**config.mk**
```make
export PLATFORM = sky130hd
export DESIGN_NAME = trivium_top
export DESIGN_NICKNAME = d
export VERILOG_FILES = /design/src/hw/trivium_pkg.sv /design/src/hw/trivium_round.sv /design/src/hw/trivium_state.sv /design/src/hw/trivium_ctrl.sv /design/src/hw/trivium_top.sv
export SDC_FILE = /design/constraint.sdc
export NUM_CORES = 1
export LEC_CHECK = 0
export BUFFER_PORTS_ARGS = -buffer_cell sky130_fd_sc_hd__buf_2
export CORE_AREA = 2 2 205 207
export CTS_CLUSTER_DIAMETER = 50
export DETAILED_ROUTE_END_ITERATION = 8
export DIE_AREA = 0 0 207 209
export GPL_TIMING_DRIVEN = 0
export HOLD_SLACK_MARGIN = 0.03
export PLACE_DENSITY = 0.76
export SKIP_CTS_REPAIR_TIMING = 1
export SYNTH_ARGS = -nofsm -noshare
export SYNTH_HDL_FRONTEND = slang
export SYNTH_SLANG_ARGS = --single-unit
```
**constraint.sdc**
```tcl
create_clock -name clk -period 1.91 [get_ports clk]
set_clock_uncertainty 0.15 [all_clocks]
set_input_delay 0.0955 -clock clk [delete_from_list [all_inputs] [get_ports clk]]
set_output_delay 0.0955 -clock clk [all_outputs]
set_load 0.1 [all_outputs]
```
**src/hw/trivium_pkg.sv**
```systemverilog
package trivium_pkg;

    // key and iv widths.
    localparam int KEY_BITS = 80;
    localparam int IV_BITS = 80;

    // full cipher state.
    localparam int STATE_BITS = 288;

    // register sizes, a at the bottom of the state.
    localparam int A_BITS = 93;  // s1..s93.
    localparam int B_BITS = 84;  // s94..s177.
    localparam int C_BITS = 111; // s178..s288.

    // initialisation rounds before the first keystream bit.
    localparam int SETUP_ROUNDS = 1152;

    typedef logic [KEY_BITS-1:0] key_t;
    typedef logic [IV_BITS-1:0] iv_t;

    // index 0 of each register is its first stage.
    typedef struct packed {
        logic [C_BITS-1:0] c;
        logic [B_BITS-1:0] b;
        logic [A_BITS-1:0] a;
    } regs_t;

    // flat view uses bit n-1 for stage sn of the spec.
    typedef union packed {
        logic [STATE_BITS-1:0] flat;
        regs_t regs;
    } trivium_state_u;

endpackage

```
**src/hw/trivium_round.sv**
```systemverilog
`timescale 1ns/1ps

module trivium_round #(
    parameter int STEP_BITS = 64
) (
    input trivium_pkg::trivium_state_u cur,
    output trivium_pkg::trivium_state_u next_state,
    output logic [STEP_BITS-1:0] z
);

    // tap positions, spec numbering s1..s288.
    localparam int T1_LIN0 = 66;
    localparam int T1_LIN1 = 93;
    localparam int T1_AND0 = 91;
    localparam int T1_AND1 = 92;
    localparam int T1_XOR = 171;

    localparam int T2_LIN0 = 162;
    localparam int T2_LIN1 = 177;
    localparam int T2_AND0 = 175;
    localparam int T2_AND1 = 176;
    localparam int T2_XOR = 264;

    localparam int T3_LIN0 = 243;
    localparam int T3_LIN1 = 288;
    localparam int T3_AND0 = 286;
    localparam int T3_AND1 = 287;
    localparam int T3_XOR = 69;

    wire [STEP_BITS-1:0] t1;
    wire [STEP_BITS-1:0] t2;
    wire [STEP_BITS-1:0] t3;
    wire [STEP_BITS-1:0] fb_a; // feedback into a, oldest round in the top bit.
    wire [STEP_BITS-1:0] fb_b;
    wire [STEP_BITS-1:0] fb_c;

    // taps stay clear of fresh feedback only up to 66 rounds.
    if (STEP_BITS < 1 || STEP_BITS > 64) begin : g_bad_step
        $error("trivium_round: STEP_BITS must be in 1..64");
    end

    // round k reads every tap k stages earlier.
    for (genvar k = 0; k < STEP_BITS; k++) begin : g_round
        assign t1[k] = cur.flat[T1_LIN0-1-k] ^ cur.flat[T1_LIN1-1-k];
        assign t2[k] = cur.flat[T2_LIN0-1-k] ^ cur.flat[T2_LIN1-1-k];
        assign t3[k] = cur.flat[T3_LIN0-1-k] ^ cur.flat[T3_LIN1-1-k];

        assign fb_b[STEP_BITS-1-k] = t1[k]
            ^ (cur.flat[T1_AND0-1-k] & cur.flat[T1_AND1-1-k])
            ^ cur.flat[T1_XOR-1-k];
        assign fb_c[STEP_BITS-1-k] = t2[k]
            ^ (cur.flat[T2_AND0-1-k] & cur.flat[T2_AND1-1-k])
            ^ cur.flat[T2_XOR-1-k];
        assign fb_a[STEP_BITS-1-k] = t3[k]
            ^ (cur.flat[T3_AND0-1-k] & cur.flat[T3_AND1-1-k])
            ^ cur.flat[T3_XOR-1-k];
    end

    assign z = t1 ^ t2 ^ t3; // bit 0 is the earliest round.

    // each register moves up by STEP_BITS stages.
    always_comb begin
        next_state.regs.a = {cur.regs.a[trivium_pkg::A_BITS-STEP_BITS-1:0], fb_a};
        next_state.regs.b = {cur.regs.b[trivium_pkg::B_BITS-STEP_BITS-1:0], fb_b};
        next_state.regs.c = {cur.regs.c[trivium_pkg::C_BITS-STEP_BITS-1:0], fb_c};
    end

endmodule

```
**src/hw/trivium_state.sv**
```systemverilog
`timescale 1ns/1ps

module trivium_state #(
    parameter int STEP_BITS = 64
) (
    input logic clk,
    input logic rst,
    input logic load,
    input logic advance,
    input logic emit,
    input trivium_pkg::key_t key,
    input trivium_pkg::iv_t iv,
    input trivium_pkg::trivium_state_u next_state,
    input logic [STEP_BITS-1:0] z,
    output trivium_pkg::trivium_state_u cur,
    output logic [STEP_BITS-1:0] keystream,
    output logic keystream_valid
);

    trivium_pkg::trivium_state_u load_val;

    // key into a, iv into b, top three stages of c set.
    always_comb begin
        load_val.regs.a = '0;
        load_val.regs.a[trivium_pkg::KEY_BITS-1:0] = key;
        load_val.regs.b = '0;
        load_val.regs.b[trivium_pkg::IV_BITS-1:0] = iv;
        load_val.regs.c = '0;
        load_val.regs.c[trivium_pkg::C_BITS-1 -: 3] = 3'b111;
    end

    always_ff @(posedge clk) begin
        if (rst) begin
            cur <= '0;
        end else if (load) begin
            cur <= load_val;
        end else if (advance) begin
            cur <= next_state;
        end
    end

    // word holds between emits.
    always_ff @(posedge clk) begin
        if (rst) begin
            keystream <= '0;
            keystream_valid <= 1'b0;
        end else begin
            keystream_valid <= emit;
            if (emit) begin
                keystream <= z;
            end
        end
    end

    // the controller must never ask for both on one edge.
    a_no_load_and_advance: assert property (
        @(posedge clk) disable iff (rst) !(load && advance)
    ) else $error("trivium_state: load and advance together");

endmodule

```
**src/hw/trivium_ctrl.sv**
```systemverilog
`timescale 1ns/1ps

module trivium_ctrl #(
    parameter int STEP_BITS = 64
) (
    input logic clk,
    input logic rst,
    input logic start,
    input logic stall,
    output logic load,
    output logic advance,
    output logic emit,
    output logic ready
);

    localparam int SETUP_STEPS = trivium_pkg::SETUP_ROUNDS / STEP_BITS;
    localparam int CNT_W = $clog2(SETUP_STEPS + 1);
    localparam logic [CNT_W-1:0] SETUP_LAST = CNT_W'(SETUP_STEPS - 1);

    // phase encodings.
    localparam logic [1:0] PH_IDLE = 2'd0;
    localparam logic [1:0] PH_SETUP = 2'd1;
    localparam logic [1:0] PH_GEN = 2'd2;

    logic [1:0] phase;
    logic [CNT_W-1:0] cnt;
    logic accept;
    logic run_gen;

    if (trivium_pkg::SETUP_ROUNDS % STEP_BITS != 0) begin : g_bad_step
        $error("trivium_ctrl: STEP_BITS must divide SETUP_ROUNDS");
    end

    assign ready = (phase != PH_SETUP);
    assign accept = start && ready && !stall;
    assign run_gen = (phase == PH_GEN) && !stall && !start;

    assign load = accept;
    assign advance = run_gen || ((phase == PH_SETUP) && !stall);
    assign emit = run_gen;

    always_ff @(posedge clk) begin
        if (rst) begin
            phase <= PH_IDLE;
            cnt <= '0;
        end else if (accept) begin
            // also restarts a running cipher.
            phase <= PH_SETUP;
            cnt <= '0;
        end else if (phase == PH_SETUP && !stall) begin
            if (cnt == SETUP_LAST) begin
                phase <= PH_GEN;
                cnt <= '0;
            end else begin
                cnt <= cnt + 1'b1;
            end
        end
    end

    a_cnt_in_range: assert property (
        @(posedge clk) disable iff (rst) cnt <= SETUP_LAST
    ) else $error("trivium_ctrl: setup counter past its last step");

    // words only after the last setup step.
    a_emit_in_gen: assert property (
        @(posedge clk) disable iff (rst)
        emit |-> (phase == PH_GEN)
            && ($past(phase) == PH_GEN || $past(cnt) == SETUP_LAST)
    ) else $error("trivium_ctrl: emit outside generate");

endmodule

```
**src/hw/trivium_top.sv**
```systemverilog
`timescale 1ns/1ps

module trivium_top #(
    parameter int STEP_BITS = 64
) (
    input logic clk,
    input logic rst,
    input logic start,
    input logic stall,
    input trivium_pkg::key_t key,
    input trivium_pkg::iv_t iv,
    output logic [STEP_BITS-1:0] keystream,
    output logic keystream_valid,
    output logic ready
);

    logic load;
    logic advance;
    logic emit;
    trivium_pkg::trivium_state_u cur;
    trivium_pkg::trivium_state_u next_state;
    logic [STEP_BITS-1:0] z;

    trivium_ctrl #(
        .STEP_BITS(STEP_BITS)
    ) i_ctrl (
        .clk(clk),
        .rst(rst),
        .start(start),
        .stall(stall),
        .load(load),
        .advance(advance),
        .emit(emit),
        .ready(ready)
    );

    trivium_state #(
        .STEP_BITS(STEP_BITS)
    ) i_state (
        .clk(clk),
        .rst(rst),
        .load(load),
        .advance(advance),
        .emit(emit),
        .key(key),
        .iv(iv),
        .next_state(next_state),
        .z(z),
        .cur(cur),
        .keystream(keystream),
        .keystream_valid(keystream_valid)
    );

    // one step of STEP_BITS rounds per edge.
    trivium_round #(
        .STEP_BITS(STEP_BITS)
    ) i_round (
        .cur(cur),
        .next_state(next_state),
        .z(z)
    );

endmodule

```
==> results by group <==
Logic synthesis
  • Syn Inst Count: 2561
  • Synthesis-stage register bit count: between 300 and 400
  • Yosys warning count: 0
  • Yosys cell types: 39
  • Avg Inst Size Synth: approximately 8.6 sq um
  • Post-Synthesis Net Count: around 2700
  • Synth top area share: 0.329
  • Cell Area, Synth: 0.0219 sq mm
  • Async SR Flop Fraction: 0
  • Largest area contributor in the netlist: dfxtp_1
  • Post-synth EDFFs: 0
  • Register area share after synthesis: 0.329
  • Primary FF master, synth: dfxtp_1
  • Largest cells by area after synthesis: dfxtp_1 (33%), xnor2_1 (18%), xor2_1 (7.7%)

Clock network
  • Total number of H-tree levels: 2
  • CTS max path bufs: 3
  • Clock sinks: 360
  • Worst-path clk slew: approximately 60 ps
  • CTS Buf Count: 46
  • Skew-Pair Late Insertion Delay: 600 ps
  • Clock Tree Root: clkbuf_16
  • CTS tree: yes

Setup path
  • Critical-path maximum fanout: 6
  • Worst EP arrival: around 2400 ps
  • Worst R2R Start: i_state.cur[58]$_SDFFE_PP0P_
  • Setup crit start: i_state.cur[58]$_SDFFE_PP0P_
  • Startpoint type of the worst setup path: flip-flop
  • CP peak stage delay: 540 ps
  • Flop2flop setup slack: -160 ps
  • Setup crit end kind: flip-flop
  • Family with the most delay on the worst path: XOR/XNOR gates
  • CP Buf/Inv Count: 0
  • Worst setup path class: flip-flop to flip-flop
  • CP max stage cell: xor3_1
  • CP required: 2270 ps
  • CP Cell Sequence: xor2_1 -> xor3_1 -> a211oi_1

Global routing
  • GR Util All Layers: 0.457
  • Grt peak-use layer: met2
  • First-pass GRT wire length: between 100000 and 150000 um
  • Met2 usage: 0.675
  • Vias in the first global route: approximately 19000
  • Largest net degree at the start of global routing: 14
  • Grt met3 use: 0.155
  • GRT overflow: 0
  • Antenna violations before repair: 2
  • Met1 Use GR: 0.586

Worst hold path
  • HP Start: stall
  • Hold Crit Class: input port to flip-flop

Outcome
  • Status: complete, but fails checks
  • Failing checks: setup timing

Die
  • Width of the die: about 210 um
  • Total die area: 0.0433 sq mm
  • Cell Rows: 75
  • Initial Util: 0.530
  • Core ar.: between 0.04 and 0.05 sq mm
  • I/O Pins: 230
  • Die Span Y: around 210 um

Power
  • Psw: a little over 8 mW
  • Register share of total power: 0.376
  • Pwr/cell area: around 850 mW/mm^2
  • P_int: 15.9 mW
  • Logic pwr share: 0.241
  • Clock power share: 0.383
  • Net Sw Frac: 0.336
  • VDD IR max: just under 0.8 mV
  • LEAKAGE: 10.5 nW

Drt
  • DRT iter0 DRCs: about 3300
  • Via-to-Cell Ratio: 6.21
  • Via count: around 22000
  • Post-Route WL: between 100000 and 150000 um
  • Drt pass-1 iters: 6
  • DR WL/cell: ~31 um
  • DRC Markers: 0
  • Final ANT Viol Nets: 0

STA
  • Max-slew headroom: 0.260
  • Unrepaired setup endpoints after global routing: yes
  • Final max-slew violation count: 0
  • PnR worst setup slack: -162 ps
  • Final hold vios: 0
  • Worst-Margin Slew: approximately 1100 ps
  • Fmax: ~0.48 GHz
  • Final Critical Period: 2070 ps
  • Final period util: 1.08
  • Final setup fails: about 190

Cells and area
  • Fin area: 0.0284 sq mm
  • Layout Utilization: 0.687
  • Final Non-Filler Cells: 3490
  • Nets: 3081
  • Area Overhead vs Synth: 29.5%
  • Layout cells sized above 1: 0.245

Place
  • Placed Area: about 0.024 sq mm
  • GPL Wtd Cong: between 1 and 1.5
  • Post-DP HPWL: approximately 82000 um
  • Dpl cells: roughly 3300
  • Placement Setup Slack: -1050 ps
  • Number of port buffers: ~230

Flow run
  • # Max-Cap Violations: 0
-- tightest hold or removal path, delay by kind of cell --
family | cells | cell delay, ps
simple gates | 1 | 90
buf+inv | 3 | 480
compound gates | 2 | 100
-- per-layer routing --
metal | vias to the layer above | part of all wire
li1 | 9214 | -
met1 | 10500 | 0.37
met4 | 0 | 0.076
met3 | 397 | 0.13
met5 | - | 0
met2 | 1555 | 0.42
-- logic make-up (layout without fill, tap and decap cells) --
logic type | after synthesis | after routing | share of synthesized area
other | 0 | 2 | 0
buffers and inverters | 272 | 660 | 0.0571
DFF | 360 | 360 | 0.329
adders and majority gates | 2 | 2 | 0.00114
xor gates and xnor gates | 670 | 670 | 0.291
and+or+nand+nor | 732 | 732 | 0.143
AOI/OAI and AO/OA | 525 | 525 | 0.179
-- metrics by stage --
step / setup TNS (ps) / hold WS (ps) / total power, mW
2_1_floorplan: 0 / 152 / 12.0
3_3_place_gp: -181030 / 248 / 14.0
3_5_place_dp: -205460 / 253 / 14.1
4_1_cts: -172920 / -364 / 23.1
5_1_grt: -17200 / 89.8 / 24.4
6_report: -11050 / 82.6 / 24.0
-- power by group through the flow --
stage	registers, mW	clock network [mW]	logic [mW]
after CTS	8.25	9.12	5.73
final	9.04	9.18	5.78
after floorplan	8.20	0	3.85
after global placement	8.41	0	5.64
after detailed placement	8.42	0	5.68
after global routing	8.97	9.43	6.00
-- cells in the mapped netlist, types with 3 or more instances --
cell type and number:
a211oi_1 75, a211oi_2 52, a21o_1 33, a21oi_1 194, a22o_1 32, buf_1 9, buf_2 49, buf_4 17
buf_6 14, clkbuf_1 180, dfxtp_1 360, nand2_1 315, nand2b_1 131, nor2_1 266, nor3_1 9, nor3b_1 3
o21ai_0 3, o32ai_1 128, xnor2_1 443, xor2_1 193, xor3_1 34
-- cells in the final DEF (no fill, tap or decap), types with 14 or more instances in the layout --
| cell type | Yosys | layout |
|---|---|---|
| clkbuf_4 | 0 | 14 |
| dfxtp_2 | 0 | 44 |
| nand2b_1 | 131 | 131 |
| a211oi_2 | 52 | 94 |
| xnor2_2 | 0 | 22 |
| a21oi_2 | 1 | 23 |
| clkbuf_1 | 180 | 70 |
| dfxtp_1 | 360 | 314 |
| o32ai_1 | 128 | 119 |
| a21oi_1 | 194 | 171 |
| buf_4 | 17 | 30 |
| xor2_2 | 0 | 49 |
| buf_8 | 0 | 20 |
| xor3_1 | 34 | 34 |
| xor2_1 | 193 | 143 |
| buf_2 | 49 | 242 |
| dlygate4sd3_1 | 0 | 161 |
| nor2_2 | 0 | 21 |
| nor2_1 | 266 | 233 |
| buf_6 | 14 | 15 |
| a21o_1 | 33 | 33 |
| xnor2_1 | 443 | 421 |
| clkbuf_16 | 0 | 52 |
| a211oi_1 | 75 | 33 |
| a22o_1 | 32 | 32 |
| nand2_1 | 315 | 305 |
-- sequential cells by signal, indices dropped and copies added (netlist names) --
register,cells
i_ctrl.cnt,5
i_ctrl.phase,2
i_state.keystream_valid,1
i_state.keystream,64
i_state.cur,288
-- path summary, 6_finish.rpt --
kind,depth (start not counted),endpoint
hold / removal,6,i_state.cur[217]$_SDFFE_PP0P_
setup / recovery,3,i_state.keystream[7]$_SDFFE_PP0P_
hold reg to reg,2,i_state.cur[242]$_SDFFE_PP0P_
setup reg to reg,3,i_state.keystream[7]$_SDFFE_PP0P_
-- final cells by class --
| cell class | instances | area [sq um] |
|---|---|---|
| Tap cell | 539 | 674 |
| Multi-Input combinational cell | 1929 | 14600 |
| Inverter | 3 | 13.8 |
| Buffer | 169 | 1200 |
| Fill cell | 3223 | 12900 |
| Clock buffer | 61 | 1330 |
| Antenna cell | 2 | 5.00 |
| Timing Repair Buffer | 406 | 3020 |
| Clock inverter | 21 | 260 |
| Sequential cell | 360 | 7270 |
Note: power is estimated with default switching activity, not from simulation.
